==> config.mk <==
export PLATFORM = sky130hd
export DESIGN_NAME = spi_reg_ctrl_top
export DESIGN_NICKNAME = d
export VERILOG_FILES = /design/src/spi_reg_ctrl_pkg.sv /design/src/periph_bus_out.sv /design/src/periph_cs_gate.sv /design/src/spi_frame_rx.sv /design/src/spi_reg_bank.sv /design/src/spi_reg_ctrl_top.sv
export VERILOG_INCLUDE_DIRS = /design/src /design/src/include
export SDC_FILE = /design/constraint.sdc
export NUM_CORES = 1
export LEC_CHECK = 0
export BUFFER_PORTS_ARGS = -buffer_cell sky130_fd_sc_hd__buf_2
export CAP_MARGIN = 30
export CORE_UTILIZATION = 56
export DETAILED_ROUTE_END_ITERATION = 7
export MAX_ROUTING_LAYER = met4
export PLACE_DENSITY = 0.76
export SLEW_MARGIN = 40
export SYNTH_ARGS = -nofsm -noshare
export SYNTH_HDL_FRONTEND = slang
export SYNTH_SLANG_ARGS = --single-unit
export TNS_END_PERCENT = 30
==> constraint.sdc <==
create_clock -name cs -period 4.7 [get_ports cs]
set_clock_uncertainty 0.1 [all_clocks]
set_input_delay 0.47 -clock cs [delete_from_list [all_inputs] [get_ports cs]]
set_output_delay 0.47 -clock cs [all_outputs]
set_load 0.05 [all_outputs]
==> src/include/spi_reg_ctrl_settings.svh <==
`ifndef SPI_REG_CTRL_SETTINGS_SVH
`define SPI_REG_CTRL_SETTINGS_SVH

// register frame length in bits
// high byte is the address, low byte the value
`define SPI_FRAME_BITS 16

// control register addresses
`define SPI_ADDR_LED 8'd7
`define SPI_ADDR_MUX 8'd8
`define SPI_ADDR_DAC 8'd9

// routed peripherals
// index 0 is the ADC, index 1 the DAC
// mux code for index i is i + 1
`define SPI_N_PERIPH 2

// flops in the pin synchronizer
// end-to-end register latency grows with this
`define SPI_SYNC_STAGES 2

`endif

==> src/spi_reg_ctrl_pkg.sv <==
package spi_reg_ctrl_pkg;

  // raw or synchronized SPI pins
  typedef struct packed {
    logic sclk;
    logic mosi;
    logic cs_n;
    // high selects passthrough, low a register frame
    logic special;
  } spi_pins_t;

  // LED register, bit 1 is led1, bit 0 is led2
  typedef struct packed {
    logic [5:0] rsvd;
    logic       led1;
    logic       led2;
  } led_ctrl_t;

  // DAC control pins, low nibble only
  typedef struct packed {
    logic [3:0] rsvd;
    logic       ldac;
    logic       rst;
    logic       uni_bip_a;
    logic       uni_bip_b;
  } dac_ctrl_t;

  // one value byte, view picked by the frame address
  typedef union packed {
    // 1 = ADC, 2 = DAC, other = none
    logic [7:0] mux_code;
    led_ctrl_t  led;
    dac_ctrl_t  dac;
  } reg_value_u;

  typedef struct packed {
    logic [7:0] addr;
    reg_value_u value;
  } spi_frame_t;

  typedef struct packed {
    logic [7:0] mux_code;
    led_ctrl_t  led;
    dac_ctrl_t  dac;
  } ctrl_regs_t;

endpackage

==> src/periph_bus_out.sv <==
`timescale 1ns/1ps
`include "spi_reg_ctrl_settings.svh"

module periph_bus_out (
  input  logic                         cs,
  input  logic                         rst_n,
  input  spi_reg_ctrl_pkg::spi_pins_t  sync,
  input  logic [`SPI_N_PERIPH-1:0]     selected,
  input  logic [`SPI_N_PERIPH-1:0]     sel_cs_n,
  input  spi_reg_ctrl_pkg::ctrl_regs_t regs,
  output logic [`SPI_N_PERIPH-1:0]     periph_cs_n,
  output logic [`SPI_N_PERIPH-1:0]     periph_sclk,
  output logic [`SPI_N_PERIPH-1:0]     periph_sdi,
  output logic                         led1,
  output logic                         led2,
  output logic                         dac_ldac,
  output logic                         dac_rst,
  output logic                         dac_uni_bip_a,
  output logic                         dac_uni_bip_b
);

  logic [`SPI_N_PERIPH-1:0] window;

  // routed here and its select is active
  assign window = selected & ~sel_cs_n;

  // every pin from a flop, no decode glitches
  always_ff @(posedge cs)
  begin
    if (!rst_n)
    begin
      periph_cs_n   <= '1;
      periph_sclk   <= '0;
      periph_sdi    <= '0;
      led1          <= 1'b0;
      led2          <= 1'b0;
      dac_ldac      <= 1'b0;
      dac_rst       <= 1'b0;
      dac_uni_bip_a <= 1'b0;
      dac_uni_bip_b <= 1'b0;
    end
    else
    begin
      periph_cs_n <= sel_cs_n;
      // clock and data stay low outside the window
      periph_sclk <= window & {`SPI_N_PERIPH{sync.sclk}};
      periph_sdi  <= window & {`SPI_N_PERIPH{sync.mosi}};
      led1          <= regs.led.led1;
      led2          <= regs.led.led2;
      dac_ldac      <= regs.dac.ldac;
      dac_rst       <= regs.dac.rst;
      dac_uni_bip_a <= regs.dac.uni_bip_a;
      dac_uni_bip_b <= regs.dac.uni_bip_b;
    end
  end

  // gates must never select two peripherals at once
  a_one_hot_cs : assert property (@(posedge cs) disable iff (!rst_n)
    $countones(~periph_cs_n) <= 1);

endmodule

==> src/periph_cs_gate.sv <==
`timescale 1ns/1ps

module periph_cs_gate #(
  // mux code that routes the bus to this peripheral
  parameter logic [7:0] periph_code = 8'd1
) (
  input  logic                        cs,
  input  logic                        rst_n,
  input  logic [7:0]                  mux_code,
  input  spi_reg_ctrl_pkg::spi_pins_t sync,
  output logic                        selected,
  output logic                        cs_n_out
);

  logic pending_q;
  logic active_q;

  // pending follows the mux register at any time
  // active only moves while the bus is idle
  always_ff @(posedge cs)
  begin
    if (!rst_n)
    begin
      pending_q <= 1'b0;
      active_q  <= 1'b0;
    end
    else
    begin
      pending_q <= (mux_code == periph_code);
      // no switch inside a chip-select window
      if (sync.cs_n)
        active_q <= pending_q;
    end
  end

  assign selected = active_q;

  // passthrough window only when routed here and special is high
  // otherwise hold this peripheral deselected
  assign cs_n_out = (active_q && sync.special) ? sync.cs_n : 1'b1;

  // a peripheral never sees its select appear or vanish mid-transfer
  a_sel_stable : assert property (@(posedge cs) disable iff (!rst_n)
    !sync.cs_n && $past(!sync.cs_n) && $stable(sync.special) |-> $stable(cs_n_out));

endmodule

==> src/spi_frame_rx.sv <==
`timescale 1ns/1ps
`include "spi_reg_ctrl_settings.svh"

module spi_frame_rx (
  input  logic                         cs,
  input  logic                         rst_n,
  input  spi_reg_ctrl_pkg::spi_pins_t  pins,
  output spi_reg_ctrl_pkg::spi_pins_t  sync,
  output spi_reg_ctrl_pkg::spi_frame_t frame,
  output logic                         frame_valid,
  output logic                         frame_err
);
  import spi_reg_ctrl_pkg::*;

  // counter saturates one past the frame length
  localparam int cnt_w = $clog2(`SPI_FRAME_BITS + 2);
  localparam logic [cnt_w-1:0] frame_len = cnt_w'(`SPI_FRAME_BITS);
  localparam logic [cnt_w-1:0] cnt_max = cnt_w'(`SPI_FRAME_BITS + 1);

  // idle bus with chip select high and clock low
  localparam spi_pins_t pins_idle = '{sclk: 1'b0, mosi: 1'b0, cs_n: 1'b1, special: 1'b0};

  spi_pins_t                  sync_q [`SPI_SYNC_STAGES];
  spi_pins_t                  sync_d;
  logic [`SPI_FRAME_BITS-1:0] shift_q;
  logic [cnt_w-1:0]           bit_cnt;
  logic                       sclk_rise;
  logic                       cs_rise;
  logic                       cs_fall;
  logic                       take_bit;

  // pin synchronizer plus one extra stage for edge detect
  always_ff @(posedge cs)
  begin
    if (!rst_n)
    begin
      for (int i = 0; i < `SPI_SYNC_STAGES; i++)
        sync_q[i] <= pins_idle;
      sync_d <= pins_idle;
    end
    else
    begin
      sync_q[0] <= pins;
      for (int i = 1; i < `SPI_SYNC_STAGES; i++)
        sync_q[i] <= sync_q[i-1];
      sync_d <= sync_q[`SPI_SYNC_STAGES-1];
    end
  end

  assign sync = sync_q[`SPI_SYNC_STAGES-1];

  // edges on the synchronized pins
  assign sclk_rise = sync.sclk & ~sync_d.sclk;
  assign cs_rise   = sync.cs_n & ~sync_d.cs_n;
  assign cs_fall   = ~sync.cs_n & sync_d.cs_n;

  // mode 0 sampling on sclk rise for register frames only
  assign take_bit = sclk_rise & ~sync.cs_n & ~sync.special;

  // msb first
  always_ff @(posedge cs)
  begin
    if (take_bit)
      shift_q <= {shift_q[`SPI_FRAME_BITS-2:0], sync.mosi};
  end

  always_ff @(posedge cs)
  begin
    if (!rst_n)
      bit_cnt <= '0;
    else if (cs_fall)
      bit_cnt <= '0;
    else if (take_bit && bit_cnt != cnt_max)
      bit_cnt <= bit_cnt + 1'b1;
  end

  // length check at the end of the frame
  // zero bits means passthrough or an empty select and is no error
  always_ff @(posedge cs)
  begin
    if (!rst_n)
    begin
      frame_valid <= 1'b0;
      frame_err   <= 1'b0;
    end
    else
    begin
      frame_valid <= cs_rise && (bit_cnt == frame_len);
      frame_err   <= cs_rise && (bit_cnt != frame_len) && (bit_cnt != '0);
    end
  end

  // word is stable once cs_n is high again
  assign frame = spi_frame_t'(shift_q);

  // one single-cycle strobe per frame end
  a_strobe_single : assert property (@(posedge cs) disable iff (!rst_n)
    (frame_valid || frame_err) |=> !(frame_valid || frame_err));

endmodule

==> src/spi_reg_bank.sv <==
`timescale 1ns/1ps
`include "spi_reg_ctrl_settings.svh"

module spi_reg_bank (
  input  logic                         cs,
  input  logic                         rst_n,
  input  spi_reg_ctrl_pkg::spi_frame_t frame,
  input  logic                         frame_valid,
  output spi_reg_ctrl_pkg::ctrl_regs_t regs
);
  import spi_reg_ctrl_pkg::*;

  reg_value_u value;

  // same byte, read through the view the address picks
  assign value = frame.value;

  always_ff @(posedge cs)
  begin
    if (!rst_n)
    begin
      // mux to none, LEDs off, DAC pins low
      regs <= '0;
    end
    else if (frame_valid)
    begin
      case (frame.addr)
        `SPI_ADDR_MUX:
        begin
          // raw code, decoded later by each gate
          regs.mux_code <= value.mux_code;
        end
        `SPI_ADDR_LED:
        begin
          regs.led.rsvd <= '0;
          regs.led.led1 <= value.led.led1;
          regs.led.led2 <= value.led.led2;
        end
        `SPI_ADDR_DAC:
        begin
          // upper nibble not wired to anything
          regs.dac.rsvd      <= '0;
          regs.dac.ldac      <= value.dac.ldac;
          regs.dac.rst       <= value.dac.rst;
          regs.dac.uni_bip_a <= value.dac.uni_bip_a;
          regs.dac.uni_bip_b <= value.dac.uni_bip_b;
        end
        default:
        begin
          // unknown address, nothing changes
          regs <= regs;
        end
      endcase
    end
  end

  // registers move only on the cycle after a checked frame
  a_regs_on_frame : assert property (@(posedge cs) disable iff (!rst_n)
    !$stable(regs) |-> $past(frame_valid));

endmodule

==> src/spi_reg_ctrl_top.sv <==
`timescale 1ns/1ps
`include "spi_reg_ctrl_settings.svh"

module spi_reg_ctrl_top (
  input  logic                        cs,
  input  logic                        rst_n,
  input  spi_reg_ctrl_pkg::spi_pins_t pins,
  output logic                        frame_err,
  output logic [`SPI_N_PERIPH-1:0]    periph_cs_n,
  output logic [`SPI_N_PERIPH-1:0]    periph_sclk,
  output logic [`SPI_N_PERIPH-1:0]    periph_sdi,
  output logic                        led1,
  output logic                        led2,
  output logic                        dac_ldac,
  output logic                        dac_rst,
  output logic                        dac_uni_bip_a,
  output logic                        dac_uni_bip_b
);
  import spi_reg_ctrl_pkg::*;

  spi_pins_t                sync;
  spi_frame_t               frame;
  logic                     frame_valid;
  ctrl_regs_t               regs;
  logic [`SPI_N_PERIPH-1:0] sel_cs_n;
  logic [`SPI_N_PERIPH-1:0] selected;

  // pins in, checked frames out
  spi_frame_rx u_frame_rx (
    .cs          (cs),
    .rst_n       (rst_n),
    .pins        (pins),
    .sync        (sync),
    .frame       (frame),
    .frame_valid (frame_valid),
    .frame_err   (frame_err)
  );

  spi_reg_bank u_reg_bank (
    .cs          (cs),
    .rst_n       (rst_n),
    .frame       (frame),
    .frame_valid (frame_valid),
    .regs        (regs)
  );

  // one gate per peripheral, code 1 is ADC, code 2 is DAC
  for (genvar g = 0; g < `SPI_N_PERIPH; g++)
  begin : g_gate
    periph_cs_gate #(
      .periph_code (8'(g + 1))
    ) u_gate (
      .cs       (cs),
      .rst_n    (rst_n),
      .mux_code (regs.mux_code),
      .sync     (sync),
      .selected (selected[g]),
      .cs_n_out (sel_cs_n[g])
    );
  end

  periph_bus_out u_bus_out (
    .cs            (cs),
    .rst_n         (rst_n),
    .sync          (sync),
    .selected      (selected),
    .sel_cs_n      (sel_cs_n),
    .regs          (regs),
    .periph_cs_n   (periph_cs_n),
    .periph_sclk   (periph_sclk),
    .periph_sdi    (periph_sdi),
    .led1          (led1),
    .led2          (led2),
    .dac_ldac      (dac_ldac),
    .dac_rst       (dac_rst),
    .dac_uni_bip_a (dac_uni_bip_a),
    .dac_uni_bip_b (dac_uni_bip_b)
  );

endmodule
* After elaboration in Yosys (flattened, before gate mapping)
Memory sizes are Yosys's and may differ from the RTL's. Cells that the tools add are included.
Storage, ports and cells: input port bits 6, memories kept 1, RAM bits 8, word-level logic and storage cells 69, flip-flop bits (word level) 55
Cells by class: bitwise logic cells 16, reduce and logical (&&, ||, !) cells 11, add/subtract/negate cells 1, multiplexer cells 6, equal/unequal tests 8
Memories:
- u_frame_rx.sync_q | words 2, bits a word 4, rd ports 2, clocked after Yosys merged registers in 0, wr ports 2, line spi_frame_rx.sv:23 | spi_pins_t sync_q [`SPI_SYNC_STAGES];
Operators with widths (count):
- $eq 8x4->1 const B | 2
- $ne 5x5->1 const B | 2
- $eq 8x1->1 const B | 1
- $eq 8x2->1 const B | 1
- $eq 8x3->1 const B | 1
- $mux 4 | 2
- $and 2x2->2 | 3
- $logic_and 1x1->1 | 6
- $reduce_and 2->1 | 3
- $add 5x1->5 const B | 1
- $and 1x1->1 | 5
- $eq 5x5->1 const B | 1
- $not 1->1 | 5
- $reduce_bool 5->1 | 1
- $mux 1 | 4
- $not 2->2 | 1
- $or 1x1->1 | 2
- $reduce_or 2->1 | 1

* Logic depth before layout (Yosys ltp)
Gate-level depths: netlist (run 1). An unclocked memory read counts as a cell.
depth in word-level cells 6, depth in mapped cells 5

* Cells and area by module
From an unflattened synthesis (run 1), not the netlist that was laid out.
Second synthesis, totals: cell total of the unflattened synthesis 198, area total of the unflattened synthesis 2324.7 µm²
Modules (own cells, without submodules):
- spi_frame_rx | instances 1, sequential area each 820.8 µm², cells an instance 83, area an instance 1134.8 µm²
- spi_reg_bank | instances 1, sequential area each 280.3 µm², cells an instance 72, area an instance 673.1 µm²
- periph_bus_out | instances 1, sequential area each 240.2 µm², cells an instance 25, area an instance 339.1 µm²
- periph_cs_gate | instances 2, sequential area each 40.0 µm², cells an instance 9, area an instance 88.8 µm²

* Worst setup path before layout (run 1)
Ideal clock, no wire load.
kind register to register, start mem u_frame_rx.sync_q[0][5] (netlist name), end reg u_frame_rx.shift_q[0], in the netlist u_frame_rx.frame[0] (enable), slack 2872 ps, stages on the path, launching flop included 4, library setup time 371 ps, buffers on the path 1, arrival time 1357 ps, cells stage by stage dfxtp_1 > or4b_1 > clkbuf_2 > inv_1
RTL lines:
- start, declared | line spi_frame_rx.sv:23
- end signal, assigned | line spi_frame_rx.sv:64 | shift_q <= {shift_q[`SPI_FRAME_BITS-2:0], sync.mosi};
- end, declared | line spi_frame_rx.sv:25 | logic [`SPI_FRAME_BITS-1:0] shift_q;

* Worst setup path after layout (run 1)
start reg u_frame_rx.shift_q[12], in the netlist u_frame_rx.frame[12], end reg u_reg_bank.regs[20] (netlist name)
On the way: cells in the longest elaborated chain, start to end 2
Ends and longest elaborated chain:
- $eq 8x4->1 | line spi_reg_bank.sv:27 | case (frame.addr)
- $reduce_and 2->1 (no line)
Every way passes these cells. A chain may end at the register's enable or synchronous reset.

==> results of run 1 <==
==> routing by layer <==
layer  global-route usage  vias to the layer above
met2               0.3191                       18
met5                    -                        -
met1               0.2194                      624
met3              0.07500                        3
li1                     -                      657
met4              0.09375                        0
==> registers in the layout, summed over array words and instances (netlist names), 5 cells and up <==
register            flops
u_reg_bank.regs        14
u_frame_rx.bit_cnt      5
u_frame_rx.sync_q       8
u_frame_rx.frame       16
==> cell usage in the layout (no fill, tap or decap), types with 2 or more instances in the layout <==
master and n:
o21ai_0 5, and2_1 11, nand2b_1 5, nand3_1 4, buf_2 18, clkinv_2 2
a21oi_1 6, bufinv_16 2, edfxtp_1 16, ha_1 3, nor3b_1 3, nor2_1 3
dfxtp_1 47, inv_1 14, clkbuf_8 9, a21boi_0 2, nand2_1 28, mux2i_1 14
or4_1 2, or4b_1 2, clkbuf_1 3, nor3_1 2
==> Yosys cell counts (3+ instances only) <==
master,instances,area [um^2]
nor3b_1,3,22.52
o21ai_0,5,25.02
nor2_1,3,11.26
nand2b_1,5,31.28
dfxtp_1,47,940.9
inv_1,14,52.55
a21oi_1,6,30.03
nand3_1,4,20.02
ha_1,3,37.54
mux2i_1,14,140.1
and2_1,11,68.82
nand2_1,28,105.1
edfxtp_1,16,480.5
clkbuf_1,4,15.01
==> stage by stage <==
stage          power [W]  instances  worst slack [ns]
6_report        0.001058        258             2.566
3_5_place_dp   0.0005872        242             2.556
3_3_place_gp   0.0005860        242             2.466
2_1_floorplan  0.0005822        183             2.872
5_1_grt         0.001099        258             2.398
4_1_cts         0.001068        258             2.548
==> worst max path at each step <==
stage | cells after the start | from | endpoint | slack, ns
after floorplan | 3 | u_frame_rx.sync_q[0][5] | u_frame_rx.frame[0] | 2.87
after global placement | 3 | u_frame_rx.frame[12] | u_reg_bank.regs[21] | 2.47
after detailed placement | 4 | u_frame_rx.sync_q[0][5] | u_frame_rx.bit_cnt[0] | 2.56
after CTS | 4 | u_frame_rx.sync_q[0][5] | u_frame_rx.bit_cnt[0] | 2.55
after global routing | 4 | u_frame_rx.sync_q[0][5] | u_frame_rx.bit_cnt[0] | 2.40
final | 3 | u_frame_rx.frame[12] | u_reg_bank.regs[20] | 2.57
==> cells by family (layout without fill, tap and decap cells) <==
| kind of cell | count (synthesis) | count (layout) |
|---|---|---|
| AOI/OAI and AO/OA | 14 | 14 |
| buffers and inverters | 21 | 48 |
| DFF | 63 | 63 |
| muxes | 14 | 14 |
| adders and majority gates | 3 | 3 |
| and+or+nand+nor | 68 | 68 |
==> power groups by stage <==
stage	logic [W]	registers (W)	clock network, W
after floorplan	0.0000103	0.000572	0
after global placement	0.0000133	0.000573	0
after detailed placement	0.0000141	0.000573	0
after CTS	0.0000142	0.000561	0.000493
after global routing	0.0000159	0.000562	0.000522
final	0.0000139	0.000561	0.000483
==> critical path: cells and delay by family (launching register included) <==
family        cells  cell delay [ns]
simple gates      2             1.27
flops             1             0.40
mux               1             0.28
==> final cells by class <==
cell class	instances	share of cell area
Sequential cell	63	0.5726
Multi-Input combinational cell	99	0.2631
Clock buffer	12	0.05444
Timing Repair Buffer	18	0.03629
Clock inverter	4	0.02823
Tap cell	48	0.02419
Inverter	14	0.02117
==> metrics.md, run 1 <==
| Metric | Value |
|---|---|
| Footprint of the multi-input gates | `653.1 um^2` |
| Slowest Stage Delay on Critical Path | `0.64 ns` |
| Pins Over Slew Limit | `0` |
| Core area | `3661 um^2` |
| Post-Syn Area | `2141 um^2` |
| Clock power share | `0.457` |
| ANT cells | `0` |
| Post-DRT Antenna Nets | `0` |
| Critical path, cell by cell | `or4b_1, nor4b_4, mux2i_1` |
| Htree depth | `3` |
| CP arrival | `2.28 ns` |
| Max Cap Violations | `0` |
| GRT overflow | `0` |
| HP Start | `pins[2]` |
| Die W | `63.83 um` |
| CTS Buf Count | `9` |
| Full die area | `4074 um^2` |
| Critical path class | `flip-flop to flip-flop` |
| Max Used Layer | `met4` |
| Hold crit path type | `input pin to flip-flop` |
| Setup crit end kind | `flip-flop` |
| Static Leak | `1.001 nW` |
| Initial Util | `0.5848` |
| FF+latch area | `1421 um^2` |
| Setup_tns | `0 ns` |
| Worst r2r dst | `u_reg_bank.regs[20]` |
| XOR/XNOR share of the synthesized area | `0` |
| WL met2 | `1.632 mm` |
| # setup viols final | `0` |
| Number of port buffers | `18` |
| Post-Route M1 WL | `1.532 mm` |
| CTS root buf | `clkbuf_8` |
| Initial antenna violation count | `0` |
| R2R setup slack | `2.57 ns` |
| Worst-path fanout max | `8` |
| Filler cells | `268` |
| Synth Area in Compound Gates | `0.03624` |
| Post-synth EDFFs | `16` |
| Met3 WL | `98 um` |
| Yosys reg bits | `63` |
| Mapped Avg Cell Area | `11.70 um^2` |
| Largest net degree at the start of global routing | `39` |
| Post-synth cell types | `29` |
| Final core occ | `0.6781` |
| Data required, critical path | `4.84 ns` |
| First-pass GRT wire length | `5.837 mm` |
| Hold endpoint | `u_frame_rx.sync_q[0][2]` |
| Hold depth | `2` |
| Reg2Reg Depth | `3` |
| Combinational Power Share | `0.013` |
| Final Cycle Share | `0.4540` |
| Global Route Usage Sum | `0.1995` |
| DIE HEIGHT | `63.83 um` |
| Mux cell area share after synthesis | `0.06546` |
| Row count | `22` |
| Fmax | `0.4687 GHz` |
| PD cells | `426.2 nW/um^2` |
| Seq/Total Area, Yosys | `0.6639` |
| Area after DPL | `2277 um^2` |
| Number of global-route vias before repair | `1,358` |
| WL/cell | `12.75 um` |
| R2R Path Start | `u_frame_rx.frame[12]` |
| Asr flop ratio synth | `0` |
| Number of clock sinks | `63` |
| Slowest CP cell | `or4b_1` |
| DRC Markers | `0` |
| Ys Warns | `0` |
| Drt initial violations | `67` |
| Worst hold slack | `0.2497 ns` |
| Syn Inst Count | `183` |
| Final Instance Area | `2482 um^2` |
| Setup bufs post-CTS | `0` |
| Worst Setup Start Kind | `flip-flop` |
| Worst-case vdd ir drop | `0.0002497 V` |
| Via count | `1,302` |
| P_int | `0.0008612 W` |
| Nets@finish | `214` |
| Top-Level Pins | `19` |
| Vias per cell | `5.047` |
| Post-CTS resize count | `0` |
| Seq pwr share | `0.530` |
| Net Count, Synth | `192` |
| Hold_buf cts | `0` |
| Synth Area in Adders | `0.01753` |
| Result of the run | `complete, no violations` |
| Clock latency on the worst-skew pair | `0.32 ns` |
| Switching Fraction | `0.1861` |
| Clock transition at path regs | `0.07 ns` |
| Synth Area in Simple Gates | `0.1788` |
| WL final | `3.289 mm` |
| RSZ-0062 raised after global routing | `false` |
| Largest family of logic cells by synthesized area | `simple AND/OR/NAND/NOR gates` |
| Slew HR | `0.5367` |
| Final hold vios | `0` |
| Minimum clock period | `2.134 ns` |
| Max Root-Sink Buffers | `2` |
| GP Congestion | `0.7792` |
| Share of post-route cells with drive strength above 1 | `0.1571` |
| CTS tree | `done` |
| Post-DP HPWL | `2.250 mm` |
| Sw Pwr | `0.0001969 W` |
| Worst Tran Pin Value | `0.6920 ns` |
| Pre-antenna DRT Iters | `4` |
| Main flop type after synthesis | `dfxtp_1` |
| Layout area overhead | `15.96%` |
Power figures use the tool's default switching activity.
==> run 2: changes to the inputs <==
==> constraint.sdc (replaced) <==
create_clock -name cs -period 2.16 [get_ports cs]
set_clock_uncertainty 0.1 [all_clocks]
set_input_delay 0.216 -clock cs [delete_from_list [all_inputs] [get_ports cs]]
set_output_delay 0.216 -clock cs [all_outputs]
set_load 0.05 [all_outputs]
==> metrics.md, run 2 (synthesized netlist as in run 1, its figures left out) <==
| Metric | Value |
|---|---|
| Worst-case vdd ir drop | `0.0005115 V (+100%)` |
| R2R setup slack | `0.26 ns (-2.31 ns)` |
| Setup crit end kind | `flip-flop` |
| Row count | `22 (unchanged)` |
| Drt initial violations | `77 (+15%)` |
| GRT overflow | `0 (unchanged)` |
| Initial Util | `0.5848 (unchanged)` |
| Most frequent cells in the layout | `dfxtp_1 (47), nand2_1 (28), buf_2 (18)` |
| Post-DRT Antenna Nets | `0 (unchanged)` |
| Pins Over Slew Limit | `0 (unchanged)` |
| Setup_tns | `0 ns (unchanged)` |
| GP Congestion | `0.7178 (-7.9%)` |
| PD cells | `925.2 nW/um^2 (+120%)` |
| Fmax | `0.5260 GHz (+12%)` |
| Combinational Power Share | `0.016 (+0.003)` |
| Full die area | `4074 um^2 (unchanged)` |
| Initial antenna violation count | `0 (unchanged)` |
| Htree depth | `3 (unchanged)` |
| Nets@finish | `221 (+3.3%)` |
| Share of post-route cells with drive strength above 1 | `0.1659 (+0.008756)` |
| Hold crit path type | `input pin to flip-flop` |
| Via count | `1,359 (+4.4%)` |
| Switching Fraction | `0.1892 (+0.003173)` |
| Worst-path fanout max | `8 (unchanged)` |
| Critical path class | `flip-flop to flip-flop` |
| Minimum clock period | `1.901 ns (-0.2325 ns)` |
| Pre-antenna DRT Iters | `4 (unchanged)` |
| DIE HEIGHT | `63.83 um (unchanged)` |
| Seq pwr share | `0.518 (-0.012)` |
| Final hold vios | `0 (unchanged)` |
| Max Root-Sink Buffers | `2 (unchanged)` |
| Core area | `3661 um^2 (unchanged)` |
| Top-Level Pins | `19 (unchanged)` |
| Filler cells | `282 (+5.2%)` |
| Max Cap Violations | `0 (unchanged)` |
| Result of the run | `complete, no violations` |
| Die W | `63.83 um (unchanged)` |
| Static Leak | `1.032 nW (+3.1%)` |
| Data required, critical path | `2.32 ns (-2.52 ns)` |
| Vias per cell | `5.128 (+1.6%)` |
| Largest net degree at the start of global routing | `23 (-41%)` |
| Worst Tran Pin Value | `0.5803 ns (-0.1117 ns)` |
| Layout area overhead | `18.88%` |
| ANT cells | `0 (unchanged)` |
| Worst hold slack | `0.09176 ns (-0.1579 ns)` |
| Final Cycle Share | `0.8802 (+0.4262)` |
| First-pass GRT wire length | `6.292 mm (+7.8%)` |
| Clock latency on the worst-skew pair | `0.33 ns (about the same)` |
| CTS root buf | `clkbuf_8` |
| Post-DP HPWL | `2.449 mm (+8.8%)` |
| Post-CTS resize count | `0 (unchanged)` |
| DRC Markers | `0 (unchanged)` |
| Number of clock sinks | `63 (unchanged)` |
| Global Route Usage Sum | `0.2249 (+0.02540)` |
| # setup viols final | `0 (unchanged)` |
| WL final | `3.753 mm (+14%)` |
| CTS Buf Count | `9 (unchanged)` |
| WL/cell | `14.16 um (+11%)` |
| Clock transition at path regs | `0.07 ns (about the same)` |
| Largest register FFs | `16 (unchanged)` |
| Slew HR | `0.6091 (+0.07236)` |
| CP arrival | `2.06 ns (-0.22 ns)` |
| P_int | `0.001909 W (+120%)` |
| Most common cell after layout, fill and taps aside | `dfxtp_1` |
| Worst Setup Start Kind | `flip-flop` |
| Number of port buffers | `18 (unchanged)` |
| Area after DPL | `2291 um^2 (+0.60%)` |
| Final Instance Area | `2545 um^2 (+2.5%)` |
| Sw Pwr | `0.0004456 W (+130%)` |
| Clock power share | `0.465 (+0.008)` |
| Number of global-route vias before repair | `1,352 (-0.44%)` |
| RSZ-0062 raised after global routing | `false` |
| CTS tree | `done` |
==> run 2: cell count changes in the layout (fill, tap and decap cells not counted) <==
cell,previous run,this run
nor4b_2,1,2
clkinv_1,0,1
nor4b_4,1,0
clkinv_2,2,1
clkbuf_1,3,2
clkbuf_8,9,10
buf_4,0,3
dlygate4sd3_1,0,4
==> run 2: per-stage QoR <==
step | worst slack [ns] | power (W) | cells | utilization
finish | 0.2588 | 0.002355 | 265 | 0.6951
floorplan | 0.3322 | 0.001267 | 183 | -
CTS | 0.2410 | 0.002377 | 265 | 0.6951
detailed placement | 0.2770 | 0.001279 | 245 | 0.6258
global route | 0.1425 | 0.002441 | 265 | 0.6951
global placement | 0.3775 | 0.001277 | 245 | 0.6258
==> run 2: area by class of cell <==
class | count | area [um^2] | area share
clock inverters | 4 | 68.82 | 0.02704
well taps | 48 | 60.06 | 0.02360
inverters | 14 | 52.55 | 0.02065
clock buffers | 12 | 145.1 | 0.05703
multi-input cells | 99 | 644.4 | 0.2532
flip-flops and latches | 63 | 1421 | 0.5585
repair buffers | 25 | 152.6 | 0.05998
==> run 2: per-layer routing <==
metal / up-vias / track usage / wire length (um)
met5: - / - / 0
met4: 0 / 0.1307 / 88
met3: 11 / 0.08571 / 144
met2: 31 / 0.3511 / 1967
li1: 669 / - / -
met1: 648 / 0.2441 / 1553
==> run 2: final timing paths <==
kind,startpoint,endpoint,cells after the start
worst max-delay path,u_frame_rx.frame[12],u_reg_bank.regs[19],4
worst min-delay path,rst_n,u_frame_rx.sync_q[0][1],2
worst max register to register,u_frame_rx.frame[12],u_reg_bank.regs[19],4
worst min register to register,u_frame_rx.sync_q[0][1],u_frame_rx.sync_q[0][5],1
==> run 2: what timing repair did <==
item	4_1_cts	5_1_grt
hold buffers	4	0
setup buffers	0	0
hold endpoints to repair	4	0
==> run 2: power groups by stage <==
stage          combinational (W)  clock (W)  sequential (W)
2_1_floorplan          0.0000224          0         0.00124
3_3_place_gp           0.0000307          0         0.00125
3_5_place_dp           0.0000322          0         0.00125
4_1_cts                0.0000383    0.00112         0.00122
5_1_grt                0.0000427    0.00118         0.00122
6_report               0.0000382    0.00110         0.00122
==> run 2: worst max-delay path: stages, from the launching register on <==
cell and delay (ns):
edfxtp_1 0.41, or4b_1 0.61, nor4b_2 0.24, buf_4 0.24
mux2i_1 0.22
==> run 3: changes to the inputs <==
==> constraint.sdc (replaced) <==
create_clock -name cs -period 1.9 [get_ports cs]
set_clock_uncertainty 0.1 [all_clocks]
set_input_delay 0.19 -clock cs [delete_from_list [all_inputs] [get_ports cs]]
set_output_delay 0.19 -clock cs [all_outputs]
set_load 0.05 [all_outputs]
==> metrics.md, run 3 (synthesized netlist as in run 1, its figures left out) <==
| Metric | Value |
|---|---|
| Result of the run | `complete, no violations` |
| Full die area | `4074 um^2 (unchanged)` |
| Number of global-route vias before repair | `1,420 (+5.0%)` |
| DRC Markers | `0 (unchanged)` |
| Static Leak | `1.041 nW (+0.84%)` |
| Switching Fraction | `0.2003 (+0.01104)` |
| Row count | `22 (unchanged)` |
| Htree depth | `3 (unchanged)` |
| First-pass GRT wire length | `6.237 mm (-0.87%)` |
| Setup_tns | `0 ns (unchanged)` |
| Clock power share | `0.427 (-0.038)` |
| CTS tree | `done` |
| GRT overflow | `0 (unchanged)` |
| Worst r2r dst | `u_frame_rx.bit_cnt[2]` |
| R2R setup slack | `0.05 ns (-0.20 ns)` |
| CP startpoint | `u_frame_rx.sync_q[0][4]` |
| Worst Tran Pin Value | `0.6296 ns (+0.04933 ns)` |
| CTS root buf | `clkbuf_8` |
| Final Cycle Share | `0.9713 (+0.09107)` |
| Drt initial violations | `51 (-34%)` |
| Post-DP HPWL | `2.464 mm (+0.62%)` |
| Area after DPL | `2311 um^2 (+0.87%)` |
| Inst Count DP | `246 (+0.41%)` |
| Critical path class | `flip-flop to flip-flop` |
| Critical Path End | `u_frame_rx.bit_cnt[2]` |
| GP Congestion | `0.7503 (+4.5%)` |
| Max Root-Sink Buffers | `2 (unchanged)` |
| Layout area overhead | `19.40%` |
| Setup crit end kind | `flip-flop` |
| Most common cell after layout, fill and taps aside | `dfxtp_1` |
| Share of post-route cells with drive strength above 1 | `0.1826 (+0.01675)` |
| Final Instance Area | `2556 um^2 (+0.44%)` |
| Initial Util | `0.5848 (unchanged)` |
| Nets@finish | `223 (+0.90%)` |
| Worst Setup Start Kind | `flip-flop` |
| Data required, critical path | `2.05 ns (-0.27 ns)` |
| Post-DRT Antenna Nets | `0 (unchanged)` |
| Reg2Reg Depth | `3 (-1)` |
| WL final | `3.660 mm (-2.5%)` |
| Worst-path fanout max | `9 (+1)` |
| WL/cell | `13.71 um (-3.2%)` |
| P_int | `0.002000 W (+4.8%)` |
| CTS Buf Count | `9 (unchanged)` |
| Pre-antenna DRT Iters | `4 (unchanged)` |
| Clock latency on the worst-skew pair | `0.33 ns (about the same)` |
| Hold crit path type | `input pin to flip-flop` |
| R2R Path Start | `u_frame_rx.sync_q[0][4]` |
| Core area | `3661 um^2 (unchanged)` |
| Final core occ | `0.6982 (+0.003076)` |
| Largest net degree at the start of global routing | `23 (unchanged)` |
| Largest register FFs | `16 (unchanged)` |
| Pins Over Slew Limit | `0 (unchanged)` |
| Combinational Power Share | `0.019 (+0.003)` |
| Sw Pwr | `0.0005009 W (+12%)` |
| Most frequent cells in the layout | `dfxtp_1 (47), nand2_1 (28), buf_2 (18)` |
| DIE HEIGHT | `63.83 um (unchanged)` |
| Clock transition at path regs | `0.06 ns (about the same)` |
| PD cells | `978.4 nW/um^2 (+5.8%)` |
| Non-filler instance count after layout | `267 (+0.75%)` |
| Worst-case vdd ir drop | `0.001150 V (+120%)` |
| Top-Level Pins | `19 (unchanged)` |
| Via count | `1,360 (+0.074%)` |
| Slew HR | `0.5758 (-0.03323)` |
| Max Cap Violations | `0 (unchanged)` |
| CP arrival | `1.99 ns (-0.07 ns)` |
| Initial antenna violation count | `0 (unchanged)` |
| Seq pwr share | `0.555 (+0.037)` |
| Minimum clock period | `1.845 ns (-0.05581 ns)` |
| Vias per cell | `5.094 (-0.68%)` |
| Global Route Usage Sum | `0.2136 (-0.01134)` |
| ANT cells | `0 (unchanged)` |
| # setup viols final | `0 (unchanged)` |
| RSZ-0062 raised after global routing | `false` |
| Number of port buffers | `18 (unchanged)` |
| Die W | `63.83 um (unchanged)` |
| Final hold vios | `0 (unchanged)` |
| Number of clock sinks | `63 (unchanged)` |
| Fmax | `0.5419 GHz (+3.0%)` |
[run 3: worst min-delay path by stage]
stage                 start                       to  slack (ns)  cells past startpoint
floorplan           pins[1]  u_frame_rx.sync_q[0][1]        0.19                      1
global placement    pins[1]  u_frame_rx.sync_q[0][1]        0.27                      2
detailed placement  pins[1]  u_frame_rx.sync_q[0][1]        0.28                      2
CTS                   rst_n     u_frame_rx.sync_d[1]        0.07                      2
global route          rst_n  u_frame_rx.sync_q[0][5]        0.09                      2
finish                rst_n     u_frame_rx.sync_d[1]        0.08                      2
[run 3: power by group through the flow]
stage          combinational [W]  clock [W]  sequential [W]
5_1_grt                0.0000524    0.00116         0.00139
2_1_floorplan          0.0000255          0         0.00141
3_3_place_gp           0.0000374          0         0.00142
4_1_cts                0.0000465    0.00109         0.00139
3_5_place_dp           0.0000394          0         0.00142
6_report               0.0000467    0.00107         0.00139
[run 3: layer usage]
layer  part of all wire  wire (um)  GRT usage
met2               0.52       1890     0.3338
met5                  0          0          -
met4              0.030        108     0.1335
met3              0.022         81    0.05000
met1               0.43       1579     0.2480
[run 3: stage by stage]
step                power, W  setup slack [ns]  hold slack [ns]
finish              0.002501           0.05461          0.07796
global route        0.002598          0.002561          0.09226
CTS                 0.002520           0.02707          0.06679
detailed placement  0.001456           0.05800           0.2801
global placement    0.001453            0.1272           0.2713
floorplan           0.001440           0.07216           0.1915
[run 3: worst max-delay path: stages (launching register included)]
cell     delay [ns]
dfxtp_1        0.32
or4b_1         0.66
or4_1          0.53
a21oi_1        0.15
[run 3: what timing repair did]
item | 4_1_cts | 5_1_grt
setup buffers | 0 | 1
gates resized for setup | 0 | 3
setup endpoints to repair | 0 | 10
hold buffers | 4 | 0
hold endpoints to repair | 4 | 0
[run 3: cell type report]
cell class | instances | area (um^2)
inverters | 14 | 52.55
flip-flops and latches | 63 | 1421
multi-input cells | 99 | 656.9
fillers | 262 | 1105
clock inverters | 5 | 50.05
repair buffers | 27 | 183.9
well taps | 48 | 60.06
clock buffers | 11 | 131.4
